**src/verilog/spm_cfg.svh**
```systemverilog
`ifndef SPM_CFG_SVH
`define SPM_CFG_SVH

//////////////////////////////
// Datapath sizing
//////////////////////////////

// Width of every data word on the position path
`define SPM_DATA_W 32

// Fraction bits of the cos and sin coefficients
`define SPM_QROT 28

// One update tick every 2**SPM_RATE_BITS clocks
`define SPM_RATE_BITS 2

// Symmetric Z saturation magnitude
`define SPM_Z_MAX 32'sh7fff_ffff

`endif

```
**src/verilog/spm_pkg.sv**
```systemverilog
`include "spm_cfg.svh"

package spm_pkg;

    // Common signed data word
    typedef logic signed [`SPM_DATA_W-1:0] word_t;

    // Raw scan, servo and bias inputs
    typedef struct packed {
        word_t xs;
        word_t ys;
        word_t zs;
        word_t z_servo;
        word_t u;
    } scan_in_t;

    // Absolute offset setpoints
    typedef struct packed {
        word_t x0;
        word_t y0;
        word_t z0;
        word_t u0;
    } setpoint_t;

    // Rotation coefficients, cos then sin
    typedef struct packed {
        word_t xx;
        word_t xy;
    } rot_t;

    // Largest offset change per tick
    typedef struct packed {
        word_t xy_step;
        word_t z_step;
    } step_t;

    // Everything sampled at one tick
    typedef struct packed {
        scan_in_t  scan;
        setpoint_t setpoint;
        rot_t      rot;
        step_t     step;
    } frame_t;

    // Rotated pair plus the terms carried beside it
    typedef struct packed {
        word_t xr;
        word_t yr;
        word_t zs;
        word_t z_servo;
        word_t u;
    } rotated_t;

    typedef struct packed {
        word_t x;
        word_t y;
        word_t z;
        word_t u;
    } drive_t;

    typedef struct packed {
        word_t xs;
        word_t ys;
        word_t zs;
        word_t x0;
        word_t y0;
        word_t z0;
        word_t u_ref;
    } monitor_t;

    // Last move of an offset follower
    typedef enum logic [1:0] {
        SLEW_HOLD,
        SLEW_UP,
        SLEW_DOWN
    } slew_dir_e;

endpackage

```
**src/verilog/spm_output_mixer.sv**
```systemverilog
`include "spm_cfg.svh"

module spm_output_mixer (
    input  logic              a_clk,
    input  logic              rst,
    input  logic              tick,
    input  spm_pkg::rotated_t rotated,
    input  spm_pkg::word_t    x_offset,
    input  spm_pkg::word_t    y_offset,
    input  spm_pkg::word_t    z_offset,
    input  spm_pkg::word_t    u_ref,
    output spm_pkg::drive_t   drive,
    output logic              drive_strobe
);

    // Two guard bits for the three term Z sum
    localparam int Z_SUM_W = `SPM_DATA_W + 2;
    localparam logic signed [Z_SUM_W-1:0] Z_HI = Z_SUM_W'(`SPM_Z_MAX);
    localparam logic signed [Z_SUM_W-1:0] Z_LO = -Z_HI;

    logic [1:0]                fill_cnt;
    logic                      filled;
    spm_pkg::word_t            u_ref_d;
    logic signed [Z_SUM_W-1:0] z_sum;
    spm_pkg::word_t            z_sat;

    // Pipeline holds real data after two ticks
    assign filled = (fill_cnt == 2'd2);

    //////////////////////////////
    // Z sum and clamp
    //////////////////////////////

    assign z_sum = Z_SUM_W'(z_offset) + Z_SUM_W'(rotated.zs) + Z_SUM_W'(rotated.z_servo);

    always_comb
    begin
        if (z_sum > Z_HI)
        begin
            z_sat = Z_HI[`SPM_DATA_W-1:0];
        end
        else if (z_sum < Z_LO)
        begin
            z_sat = Z_LO[`SPM_DATA_W-1:0];
        end
        else
        begin
            z_sat = z_sum[`SPM_DATA_W-1:0];
        end
    end

    //////////////////////////////
    // Drive registers
    //////////////////////////////

    always_ff @(posedge a_clk)
    begin
        if (rst)
        begin
            fill_cnt     <= '0;
            u_ref_d      <= '0;
            drive        <= '0;
            drive_strobe <= 1'b0;
        end
        else
        begin
            drive_strobe <= tick && filled;
            if (tick)
            begin
                // u0 delayed one stage to meet u from the same frame
                u_ref_d <= u_ref;
                if (filled)
                begin
                    // X, Y and U wrap on overflow
                    drive.x <= rotated.xr + x_offset;
                    drive.y <= rotated.yr + y_offset;
                    drive.z <= z_sat;
                    drive.u <= u_ref_d + rotated.u;
                end
                else
                begin
                    fill_cnt <= fill_cnt + 2'd1;
                end
            end
        end
    end

endmodule

```
**config.mk**
```make
export PLATFORM = sky130hd
export DESIGN_NAME = spm_output_mixer
export DESIGN_NICKNAME = d
export VERILOG_FILES = /design/src/verilog/spm_pkg.sv /design/src/verilog/spm_output_mixer.sv
export VERILOG_INCLUDE_DIRS = /design/src /design/src/verilog
export SDC_FILE = /design/constraint.sdc
export NUM_CORES = 1
export LEC_CHECK = 0
export CORE_AREA = 2 2 162 164
export DETAILED_ROUTE_END_ITERATION = 8
export DIE_AREA = 0 0 164 166
export DONT_BUFFER_PORTS = 1
export PLACE_DENSITY_LB_ADDON = 0.12
export SKIP_LAST_GASP = 1
export SLEW_MARGIN = 25
export SYNTH_ARGS = -nofsm -noshare
export SYNTH_HDL_FRONTEND = slang
export SYNTH_SLANG_ARGS = --single-unit
```
**constraint.sdc**
```tcl
create_clock -name a_clk -period 4.7 [get_ports a_clk]
set_input_delay 1.175 -clock a_clk [delete_from_list [all_inputs] [get_ports a_clk]]
set_output_delay 1.175 -clock a_clk [all_outputs]
set_load 0.005 [all_outputs]
```
==> results.txt <==
----------------------------------------------------
[Run status]
  Result of the run ... finished, final reports clean

[CTS]
  Hold buffers post-CTS ... 0
  Clock slew at reported path FFs ... 0.08 ns
  Number of buffers on the longest clock path ... 2
  Setup bufs post-CTS ... 0
  Number of buffers created by CTS ... 17
  Clock tree from TritonCTS ... done
  Post-cts gate resize count ... 0
  Clk Latency, worst-skew pair ... 0.44 ns
  Number of sinks driven by the clock tree ... 163
  Clk root buf ... sky130_fd_sc_hd__clkbuf_16
  H-tree depth reported by CTS ... 4

[Synth]
  Proportion of netlist area held by the largest area contributor ... 0.257
  Dominant combinational cell family by area after synthesis ... compound AO/OA/AOI/OAI gates
  Post-synthesis adder-cell area fraction ... 0.181
  Compound-gate portion of the synthesized area ... 0.264
  Simple-Gate Fraction of Synth Area ... 0.177
  Top FF cell, synth ... sky130_fd_sc_hd__dfxtp_1
  Flops & latches, synth ... 163
  Post-synth EDFFs ... 0
  Leading cell types by total area after synthesis ... sky130_fd_sc_hd__dfxtp_1, sky130_fd_sc_hd__ha_1, sky130_fd_sc_hd__a21oi_1
  Post-Syn Nets ... 1989
  Part of the Yosys area used for sequential elements ... 0.257
  Post-synthesis area per instance ... 8.28 um^2
  Count of different cell masters after synthesis ... 86
  Post-Synthesis Cell Area ... 12700 um^2
  Largest area contributor in the netlist ... sky130_fd_sc_hd__dfxtp_1
  Cells after synthesis ... 1536
  Share of flip-flops with an asynchronous set or reset after synthesis ... 0
  Multiplexer area fraction after synthesis ... 0.0275
  Warnings from Yosys ... 0
  Xor/xnor share of the synthesized area ... 0.0592

[Floorplan]
  Die width ... 164 um
  Die area ... 27200 um^2
  Die Span Y ... 166 um
  Initial cell density of the core ... 0.497
  Number of placement rows ... 59
  Core box area ... 25600 um^2
  Top-level port count ... 420

[Route]
  Number of remaining DRC errors ... 0
  ANT nets after route ... 0
  Average detailed-routed wire length per instance ... 20.2 um
  Number of vias per cell after detailed routing ... 5.98
  Drt first-iter violations ... 578
  Post-Route WL ... 37900 um
  Iteration count of the initial detailed-routing pass ... 5
  Via Count ... 11216

[GRT]
  Total congestion overflow ... 0
  Met3 usage ... 0.0752
  Pin count of the biggest net entering global routing ... 120
  Met1 Track Usage GR ... 0.316
  Highest-utilization routing layer at the global route stage ... met2
  All-Layer GR Usage ... 0.274
  Number of antenna violations at the first check in global routing ... 0
  Wire length of the first global-routing pass ... 59200 um
  Via count of the first global-routing pass ... 11020
  Global-route track usage on met2 ... 0.488

[Timing]
  Actual transition at the worst max-transition pin ... 0.762 ns
  Final setup fails ... 0
  Max_slew headroom ... 0.492
  Unrepaired setup endpoints after global routing ... false
  Hold Vio Cnt, Final ... 0
  Fmax ... 0.227 GHz
  Number of max-slew violations in the final report ... 0
  Part of the cycle the worst path needs ... 0.939
  Crit path time final ... 4.41 ns
  Setup TNS after final layout ... 0 ns
  Worst-case clock skew ... 0.0140 ns

[Min path]
  HP Class ... reg -> reg

[Critical path]
  Required time reported for the critical path endpoint ... 5.07 ns
  Arrival @ worst endpoint ... 4.78 ns
  Worst-path maximum fanout ... 2
  Crit start category ... input port
  Kind of capture point of the worst setup path ... flop
  Type of the worst setup path ... in -> reg

[Power]
  P_leak ... 5.83 nW
  Final Power ... 4.79 mW
  Total power per unit cell area ... 347 nW/um^2
  Peak ir drop on the vdd network ... 0.193 mV

[Cells and area]
  Total of fill cells in the finished design ... 2431
  Net count reported at finish ... 1982
  Non-Filler Instances ... 1877
  Diodes inserted ... 0
  Area of the multi-input gates ... 9030 um^2
  Most common cell after layout, fill and taps aside ... sky130_fd_sc_hd__nand2_1
  Area added between synthesis and finish ... 8.46%
  Register area ... 3260 um^2
  Fraction of layout instances using a drive strength above 1 ... 0.0603
  Most frequent cells in the layout ... sky130_fd_sc_hd__nand2_1, sky130_fd_sc_hd__dfxtp_1, sky130_fd_sc_hd__a21oi_1

[Placed design]
  Cell count after placement ... 1844
  Input/output buffers ... 0
  Post-detailed-placement half-perimeter wirelength ... 30200 um
  Placer's final routability congestion estimate ... 0.926

[Flow run]
  Count of maximum capacitance violations ... 0

----------------------------------------------------
==> sequential cells by signal, indices dropped and copies added (netlist names) <==
| signal | count |
|---|---|
| drive | 128 |
| drive_strobe | 1 |
| fill_cnt | 2 |
| u_ref_d | 32 |
==> final timing paths <==
path | from | endpoint | slack (ns) | depth (start not counted)
worst min-delay path | drive[86] | drive[86] | 0.47 | 2
worst max-delay path | rotated[33] | drive[32] | 0.29 | 16
worst max register to register | u_ref_d[1] | drive[29] | 1.48 | 11
worst min register to register | drive[86] | drive[86] | 0.47 | 2
==> stage by stage <==
| step | hold WS, ns | utilization | area, um^2 | worst slack, ns |
|---|---|---|---|---|
| floorplan | 0.443 | - | 12700 | 0.142 |
| global placement | 0.456 | 0.513 | 13100 | -0.146 |
| detailed placement | 0.460 | 0.513 | 13100 | -0.199 |
| CTS | 0.470 | 0.538 | 13800 | 0.266 |
| global route | 0.497 | 0.539 | 13800 | 0.0277 |
| finish | 0.471 | 0.539 | 13800 | 0.287 |
==> critical path: stages <==
cell                        delay [ns]
sky130_fd_sc_hd__inv_1            0.03
sky130_fd_sc_hd__fa_1             0.46
sky130_fd_sc_hd__inv_1            0.06
sky130_fd_sc_hd__ha_1             0.15
sky130_fd_sc_hd__inv_1            0.05
sky130_fd_sc_hd__fa_1             0.39
sky130_fd_sc_hd__xnor2_1          0.15
sky130_fd_sc_hd__or4b_2           0.61
sky130_fd_sc_hd__a2111oi_0        0.39
sky130_fd_sc_hd__buf_4            0.18
sky130_fd_sc_hd__o2111ai_1        0.09
sky130_fd_sc_hd__nor4b_1          0.38
sky130_fd_sc_hd__nand4b_1         0.16
sky130_fd_sc_hd__nor4_1           0.24
sky130_fd_sc_hd__nand4_1          0.14
sky130_fd_sc_hd__o21ai_0          0.10
==> cell type report <==
class                           instances  share of cell area
Clock buffer                           17              0.0308
Clock inverter                         15              0.0153
Inverter                               51              0.0139
Multi-Input combinational cell       1265               0.654
Sequential cell                       163               0.237
Tap cell                              335              0.0304
Timing Repair Buffer                   31              0.0187
==> cells in the mapped netlist (all sizes together) (10+ instances only) <==
master  count
or3        13
o21bai     15
o211ai     22
fa         36
clkbuf     39
nor2      130
o21ai      86
o21a       19
buf        17
xnor2      46
nor3       28
dfxtp     163
and3       17
inv        51
a211oi     38
a21o       51
nor4       11
nand2     181
xor2       40
a21oi     164
mux2i      35
nor2b      15
nand2b     16
a221o      16
and2       11
ha        126
nand4      10
nand3      24
a211o      12
==> cell families after synthesis <==
family	after synthesis
muxes	35
AOI/OAI and AO/OA	500
DFF	163
buffers and inverters	108
xor gates and xnor gates	86
and+or+nand+nor	482
adders and majority gates	162
==> where the power goes <==
group | internal, mW | total (mW) | switching (mW)
clock | 0.734 | 1.46 | 0.726
sequential | 1.48 | 1.59 | 0.103
combinational | 0.742 | 1.74 | 1.00
==> metal layers <==
metal / share of wire / vias to the layer above
met2: 0.49 / 344
li1: - / 5588
met5: 0 / -
met3: 0.071 / 59
met1: 0.41 / 5225
met4: 0.027 / 0
Power figures use the tool's default switching activity.
