===== src/verilog/spm_cfg.svh =====
`ifndef SPM_CFG_SVH
`define SPM_CFG_SVH

//////////////////////////////
// Datapath sizing
//////////////////////////////

// Width of every data word on the position path
`define SPM_DATA_W 32

// Fraction bits of the cos and sin coefficients
`define SPM_QROT 28

// One update tick every 2**SPM_RATE_BITS clocks
`define SPM_RATE_BITS 2

// Symmetric Z saturation magnitude
`define SPM_Z_MAX 32'sh7fff_ffff

`endif


===== src/verilog/spm_pkg.sv =====
`include "spm_cfg.svh"

package spm_pkg;

    // Common signed data word
    typedef logic signed [`SPM_DATA_W-1:0] word_t;

    // Raw scan, servo and bias inputs
    typedef struct packed {
        word_t xs;
        word_t ys;
        word_t zs;
        word_t z_servo;
        word_t u;
    } scan_in_t;

    // Absolute offset setpoints
    typedef struct packed {
        word_t x0;
        word_t y0;
        word_t z0;
        word_t u0;
    } setpoint_t;

    // Rotation coefficients, cos then sin
    typedef struct packed {
        word_t xx;
        word_t xy;
    } rot_t;

    // Largest offset change per tick
    typedef struct packed {
        word_t xy_step;
        word_t z_step;
    } step_t;

    // Everything sampled at one tick
    typedef struct packed {
        scan_in_t  scan;
        setpoint_t setpoint;
        rot_t      rot;
        step_t     step;
    } frame_t;

    // Rotated pair plus the terms carried beside it
    typedef struct packed {
        word_t xr;
        word_t yr;
        word_t zs;
        word_t z_servo;
        word_t u;
    } rotated_t;

    typedef struct packed {
        word_t x;
        word_t y;
        word_t z;
        word_t u;
    } drive_t;

    typedef struct packed {
        word_t xs;
        word_t ys;
        word_t zs;
        word_t x0;
        word_t y0;
        word_t z0;
        word_t u_ref;
    } monitor_t;

    // Last move of an offset follower
    typedef enum logic [1:0] {
        SLEW_HOLD,
        SLEW_UP,
        SLEW_DOWN
    } slew_dir_e;

endpackage


===== src/verilog/spm_offset_slew.sv =====
module spm_offset_slew (
    input  logic               a_clk,
    input  logic               rst,
    input  logic               tick,
    input  spm_pkg::word_t     target,
    input  spm_pkg::word_t     step,
    output spm_pkg::word_t     offset,
    output spm_pkg::slew_dir_e dir
);

    // Candidate positions one step either side
    spm_pkg::word_t offset_up;
    spm_pkg::word_t offset_dn;

    // Wraps if offset sits within one step of full scale
    assign offset_up = offset + step;
    assign offset_dn = offset - step;

    // Rate limited follower, a jump becomes a linear ramp
    always_ff @(posedge a_clk)
    begin
        if (rst)
        begin
            offset <= '0;
            dir    <= spm_pkg::SLEW_HOLD;
        end
        else if (tick)
        begin
            if (target > offset_up)
            begin
                offset <= offset_up;
                dir    <= spm_pkg::SLEW_UP;
            end
            else if (target < offset_dn)
            begin
                offset <= offset_dn;
                dir    <= spm_pkg::SLEW_DOWN;
            end
            else
            begin
                // Within one step, land exactly on target
                offset <= target;
                dir    <= spm_pkg::SLEW_HOLD;
            end
        end
    end

endmodule


===== config.mk =====
export PLATFORM = sky130hd
export DESIGN_NAME = spm_offset_slew
export DESIGN_NICKNAME = d
export VERILOG_FILES = /design/src/verilog/spm_pkg.sv /design/src/verilog/spm_offset_slew.sv
export VERILOG_INCLUDE_DIRS = /design/src /design/src/verilog
export SDC_FILE = /design/constraint.sdc
export NUM_CORES = 1
export LEC_CHECK = 0
export ABC_AREA = 1
export BUFFER_PORTS_ARGS = -buffer_cell sky130_fd_sc_hd__buf_4
export CORE_MARGIN = 3
export CORE_UTILIZATION = 45
export CTS_BUF_LIST = sky130_fd_sc_hd__clkbuf_4
export DETAILED_ROUTE_END_ITERATION = 6
export PLACE_DENSITY = 0.67
export SLEW_MARGIN = 20
export SYNTH_ARGS = -nofsm -noshare
export SYNTH_HDL_FRONTEND = slang
export SYNTH_SLANG_ARGS = --single-unit

===== constraint.sdc =====
create_clock -name a_clk -period 8.1 [get_ports a_clk]
set_input_delay 0.81 -clock a_clk [delete_from_list [all_inputs] [get_ports a_clk]]
set_output_delay 0.81 -clock a_clk [all_outputs]
set_load 0.02 [all_outputs]

==> results of run 1 <==
==> worst max-delay path: stages <==
cell	delay, ps
buf_4	90
inv_1	30
ha_1	470
inv_1	180
a21oi_1	210
o21ai_0	160
a21oi_1	310
nor2_1	100
nor2_1	250
nand2_1	90
nand2_1	90
nand2_1	60
ha_1	370
nand2_1	110
nor2_2	130
nand2_1	100
nor4_4	200
nand2_1	140
nand3_1	130
nand3_4	690
inv_2	480
nand2_1	80
nand3_1	90
nor2_1	60
nor2_1	90
==> placed cells by master (no fill, tap or decap), types with 2 or more instances in the layout <==
cell       Yosys  layout
a21o_1         7       7
a21oi_1      108     108
dfxtp_1       34      34
nand2_1      337     336
ha_1         125     125
nor3_1        14      14
nor4_1         2       2
nor2_1       173     173
a21boi_0       2       2
nand3b_1       5       5
bufinv_16      0       2
o21ai_0       50      50
o21a_1         4       4
inv_1        221     221
fa_1           2       2
o21bai_1      12      12
nand3_1      127     127
o21ai_1       23      23
buf_4          6     100
nand4_1       14      14
xor2_1        39      39
clkbuf_4       0       5
inv_2          4       4
nand2_2        1       2
==> stage by stage <==
stage	hold slack [ps]	worst slack [ps]
after global placement	454	2680
final	476	2890
after detailed placement	457	2590
after global routing	508	2530
after CTS	478	3000
after floorplan	544	4240
==> state kept, by name (all words and copies together), names as in the netlist <==
| signal | cells |
|---|---|
| dir | 2 |
| offset | 32 |
==> worst min path at each step <==
| stage | endpoint | slack [ps] | cells past startpoint |
|---|---|---|---|
| after floorplan | dir[0] | 540 | 2 |
| after global placement | dir[0] | 450 | 2 |
| after detailed placement | dir[0] | 460 | 2 |
| after CTS | dir[0] | 480 | 2 |
| after global routing | dir[0] | 510 | 2 |
| final | dir[0] | 480 | 2 |
==> report_power, final <==
| group | internal [mW] | switching [mW] | leakage [nW] |
|---|---|---|---|
| registers | 0.230 | 0.0937 | 0.282 |
| clock network | 0.0966 | 0.0869 | 0.0554 |
| logic | 0.921 | 1.99 | 4.67 |
==> metal layers <==
layer / GRT usage (%) / routed length (µm) / share of wire, %
met2: 44.5 / 11700 / 42
met1: 43.1 / 12900 / 46
met4: 8.17 / 641 / 2.3
met3: 5.51 / 2850 / 10
met5: 0 / 0 / 0
==> layout make-up <==
| class | count | area [µm²] | area share, % |
|---|---|---|---|
| timing repair buffer | 100 | 751 | 8.76 |
| clock inverter | 3 | 68.8 | 0.803 |
| antenna | 1 | 2.50 | 0.0292 |
| inverter | 225 | 845 | 9.85 |
| clock buffer | 5 | 37.5 | 0.438 |
| tap | 220 | 275 | 3.21 |
| multi-input combinational | 1056 | 5910 | 69.0 |
| sequential | 34 | 681 | 7.94 |
==> logic make-up (layout without fill, tap and decap cells) <==
| group | after synthesis | in the layout | share of synthesized area (%) |
|---|---|---|---|
| AO/OA/AOI/OAI | 211 | 211 | 14.9 |
| XOR/XNOR | 39 | 39 | 4.46 |
| adder cells (fa/ha/maj) | 127 | 127 | 21.0 |
| buffers and inverters | 262 | 333 | 13.8 |
| flip-flops | 34 | 34 | 8.90 |
| other | 0 | 1 | 0 |
| AND/OR/NAND/NOR | 679 | 679 | 37.0 |
==> synth_stat cells (all sizes together) <==
master,instances
or2,1
a21o,7
dfxtp,34
nor4,3
o21ai,73
and2,1
nand2,338
inv,225
nor3,14
o21a,4
buf,24
and3,1
nand3,128
nand3b,5
o311ai,1
nor2,174
nand4,14
a31o,1
xor2,39
o211ai,1
ha,125
o21bai,12
clkbuf,13
a21oi,109
a21boi,3
fa,2
==> flow_metrics.py, run 1 <==
metrics = {
    "outcome": {
        "status": "finished, final reports clean",
    },
    "sta": {
        "rsz0062_at_grt": "no",
        "fin_crit_sh_pct": 64.3,
        "finalSetupViolCount": 0,
        "maxSlewViolCount": 0,
        "slew_headroom_pct": 36.6,
        "tns_ps": 0,
        "finalClockSkew_ps": 20.0,
        "hold_viol": 0,
        "layout_min_cycle_time_ps": 5210,
        "max_freq_ghz": 0.192,
        "worst_slew_pin_slew_ps": 951,
    },
    "setup_path": {
        "endpoint_kind": "register",
        "ff2ff_setup_slack_ps": 2950,
        "start_kind": "input pin",
        "setup.worst_path.start": "step[16]",
        "r2r_end": "offset[30]",
        "worstPathArrival_ps": 5550,
        "ff2ff_path_depth": 23,
        "r2r_start": "offset[26]",
        "critPathRequiredTime_ps": 8440,
        "crit_type": "input pin to register",
        "crit_path_end": "offset[30]",
        "cp_max_fo": 81,
    },
    "yosys": {
        "avgSynthCellArea_um2": 5.66,
        "ys_seq_area_share_pct": 8.90,
        "synth.distinct_cells": 37,
        "synth.ff_latch_count": 34,
        "yosysWarningCount": 0,
        "yosysTopAreaCell": "ha_1",
        "syn-cell-area_um2": 7650,
        "synth.net_count": 1546,
        "syn_inst": 1352,
        "yosys-top-cells-area": "ha_1 20%, nand2_1 17%, inv_1 11%",
        "synth_top_cell_area_share_pct": 20.4,
    },
    "grt": {
        "antenna_found_initial": 1,
        "grt_pass1_vias": 8033,
        "grt_use_total_pct": 29.6,
        "grt_first_pass_wirelength_mm": 42.6,
        "grt.overflow.total": 0,
        "grt_max_degree": 82,
    },
    "clock_network": {
        "cts_tree": "yes",
        "cts_setup_buffers": 0,
        "ctsHoldBuffers": 0,
        "root_buffer": "clkbuf_4",
        "numClockSinks": 34,
        "cts_buffers": 5,
        "cts_resized": 0,
        "clk_latency_ps": 410,
        "clockBufferDepth": 2,
        "htree_num_levels": 2,
        "clk_pin_slew_ps": 160,
    },
    "routing": {
        "dr.pass1.iters": 6,
        "postRouteWirelength_mm": 28.2,
        "first_iter_violations": 1012,
        "final_antenna_net_count": 0,
        "drc": 0,
        "routed_via_density": 5.42,
        "wl_per_cell_um": 17.1,
        "via_count": 8918,
    },
    "hold_path": {
        "hold_class": "register to register",
        "hold_start": "dir[0]",
    },
    "placed_design": {
        "place_area_um2": 8460,
        "dp_hpwl_mm": 23.2,
        "dpl.cell_count": 1635,
        "io_buffers": 100,
        "place.gp.congestion": 0.985,
    },
    "cells_and_area": {
        "fillers": 1859,
        "final_nets": 1616,
        "area_delta_synth_final_pct": 12.1,
        "design_area_um2": 8570,
        "drive_above_1_share_pct": 8.43,
        "fin_util_pct": 51.7,
        "layoutNonFillerInstCount": 1644,
    },
    "power_and_ir_drop": {
        "ir_drop_mv": 0.257,
        "p_leak_nw": 5.01,
        "total_power_mw": 3.41,
        "powerDensity_nw_per_um2": 398,
    },
    "job": {
        "maxCapViolations": 0,
    },
    "floorplanning": {
        "dieArea_um2": 18600,
        "die_h_um": 136,
        "initial_core_util_pct": 46.1,
        "core_um2": 16600,
        "rows": 47,
        "fp.dieW_um": 136,
        "io_pins": 101,
    },
}
No activity file was read; power rests on OpenSTA's default activity.
==> inputs of run 2 (changes only) <==
Settings changed: ABC_AREA 1 to 0.
Clock period 8.1 ns to 5.1 ns, I/O delays scaled along.
==> flow_metrics.py, run 2 <==
metrics = {
    "sta": {
        "hold_viol": 0,
        "fin_crit_sh_pct": 103,
        "fin_ws_ps": -130,
        "worst_slew_pin_slew_ps": 937,
        "maxSlewViolCount": 0,
        "finalClockSkew_ps": 17.6,
        "slew_headroom_pct": 37.5,
        "finalSetupViolCount": 21,
        "max_freq_ghz": 0.191,
        "layout_min_cycle_time_ps": 5230,
        "tns_ps": -1150,
        "rsz0062_at_grt": "yes",
    },
    "grt": {
        "grt.overflow.total": 0,
        "grt_use_total_pct": 28.1,
        "grt_first_pass_wirelength_mm": 37.2,
        "grt_max_degree": 24,
        "antenna_found_initial": 1,
        "grt_pass1_vias": 7319,
    },
    "clock_network": {
        "root_buffer": "clkbuf_4",
        "clk_latency_ps": 430,
        "htree_num_levels": 2,
        "cts_tree": "yes",
        "clockBufferDepth": 2,
        "cts_buffers": 5,
        "clk_pin_slew_ps": 150,
        "numClockSinks": 34,
    },
    "cells_and_area": {
        "design_area_um2": 9780,
        "final_nets": 1354,
        "largestRegisters": "offset: 32 flops, dir: 2 flops",
        "largest_register": "offset",
        "final_cell_mix": "286 x buf_4, 113 x ha_1, 82 x a21oi_1, 79 x inv_1, 70 x nor2_1",
        "layout_commonest_cell": "buf_4",
        "multi_input_area_um2": 6050,
        "register_area_um2": 692,
        "fillers": 1243,
        "area_delta_synth_final_pct": 43.5,
        "largest_reg_flops": 32,
        "drive_above_1_share_pct": 35.6,
    },
    "routing": {
        "wl_per_cell_um": 18.2,
        "dr.pass1.iters": 6,
        "via_count": 7833,
        "first_iter_violations": 638,
        "drc": 0,
        "routed_via_density": 5.82,
        "postRouteWirelength_mm": 24.5,
        "final_antenna_net_count": 0,
    },
    "yosys": {
        "synth_edf_count": 0,
        "synth_commonest_cells": "125 x ha_1, 85 x a21oi_1, 81 x inv_1",
        "synth.net_count": 1081,
        "synth.distinct_cells": 84,
        "syn-cell-area_um2": 6810,
        "syn_inst": 887,
        "yosysTopAreaCell": "ha_1",
        "avgSynthCellArea_um2": 7.68,
        "synth_most_common_cell": "ha_1",
        "async_flop_share_pct": 0,
        "ys_seq_area_share_pct": 9.99,
        "synth.ff_latch_count": 34,
        "yosysWarningCount": 0,
        "synth-main-ff-cell": "dfxtp_1",
        "synth_top_cell_area_share_pct": 23.0,
        "yosys-top-cells-area": "ha_1 23%, dfxtp_1 10%, a21oi_1 6.2%",
    },
    "floorplanning": {
        "initial_core_util_pct": 46.4,
        "rows": 44,
        "dieArea_um2": 16700,
        "io_pins": 101,
        "fp.dieW_um": 129,
        "core_um2": 14700,
        "die_h_um": 129,
    },
    "setup_path": {
        "endpoint_kind": "register",
        "crit_path_frequent_cell": "buf_6",
        "critPathRequiredTime_ps": 5440,
        "cp_max_fo": 4,
        "start_kind": "register",
        "worstPathArrival_ps": 5570,
        "crit_type": "register to register",
        "max_stage_delay_ps": 370,
        "crit_slowest_cell": "fa_2",
    },
    "placed_design": {
        "dp_hpwl_mm": 18.6,
        "place_area_um2": 8910,
        "io_buffers": 100,
        "place.gp.congestion": 0.946,
    },
    "outcome": {
        "violations": "negative setup slack",
        "status": "complete, but fails checks",
    },
    "power_and_ir_drop": {
        "p_leak_nw": 4.86,
        "ir_drop_mv": 0.567,
        "p_switching_mw": 3.92,
        "comb_power_share_pct": 91.0,
        "switching_share_pct": 49.3,
        "power.internal_mw": 4.03,
        "powerDensity_nw_per_um2": 813,
        "clockPowerShare_pct": 2.4,
        "p_seq_share_pct": 6.6,
    },
    "job": {
        "maxCapViolations": 0,
    },
    "hold_path": {
        "hold_class": "input pin to register",
    },
}
-- run 2: cell types whose count changed after synthesis, sizes merged, moves of 13 or more --
cell / change
o211ai: +13
nand2b: +14
nand3: -121
a21oi: -22
nand2: -273
xor2: -21
nor2: -97
nor2b: +14
mux2i: +24
xnor2: +40
inv: -144
a21o: +25
a211oi: +17
o21ai: -27
-- run 2: logic make-up (layout without fill, tap and decap cells) --
logic type      after synthesis  count (layout)  share of synthesized area (%)
compound gates              282             282                           29.7
xor+xnor                     58              58                           7.46
fa+ha+maj                   127             127                           23.5
buf+inv                     122             396                           8.06
flops                        34              34                           9.99
mux                          30              30                           4.57
other cells                   0               1                              0
simple gates                234             234                           16.6
-- run 2: cell type report --
type,count,share of cell area (%)
multi-input combinational,731,61.9
timing repair buffer,306,24.8
sequential,34,7.08
inverter,82,3.26
tap,184,2.35
clock buffer,6,0.461
clock inverter,2,0.0896
antenna,1,0.0256
-- run 2: final timing paths --
kind,to,start,depth (start not counted),slack [ps]
min,offset[0],target[0],3,460
min reg2reg,offset[23],offset[23],2,510
max,offset[31],offset[0],26,-130
max reg2reg,offset[31],offset[0],26,-130
-- run 2: power by group through the flow --
stage	Clock [mW]	Sequential, mW	Combinational, mW
6_report	0.193	0.522	7.23
5_1_grt	0.200	0.540	7.76
4_1_cts	0.197	0.510	6.71
3_5_place_dp	0	0.506	6.00
3_3_place_gp	0	0.504	5.96
2_1_floorplan	0	0.644	3.52
-- run 2: per-stage QoR --
step	util [%]	hold slack [ps]	instances	setup slack, ps	power (mW)
after floorplan	-	551	887	27.3	4.16
after global placement	60.6	475	1306	-921	6.46
after detailed placement	60.6	487	1306	-988	6.50
after CTS	64.4	422	1335	-56.0	7.42
after global routing	66.5	481	1346	-339	8.50
final	66.5	463	1346	-130	7.95
-- run 2: repair_timing --
action	in CTS	in global routing
gates cloned	2	1
buffers inserted	19	10
hold buffers	0	0
gates resized for setup	70	52
setup endpoints to repair	34	34
pin swaps	31	39
-- run 2: critical path, delay by kind of cell, from the launching register on --
kind / cells / cell delay (ps)
compound gates: 11 / 1920
fa+ha+maj: 3 / 830
simple gates: 6 / 1330
buf+inv: 4 / 380
flops: 1 / 360
xor+xnor: 1 / 90
mux: 1 / 220
-- run 2: per-layer routing --
layer	track usage (%)	part of all wire (%)	up-vias
li1	-	-	3742
met1	38.6	43	3648
met2	44.7	44	369
met3	3.42	8.9	74
met4	11.1	3.7	0
met5	0	0	-
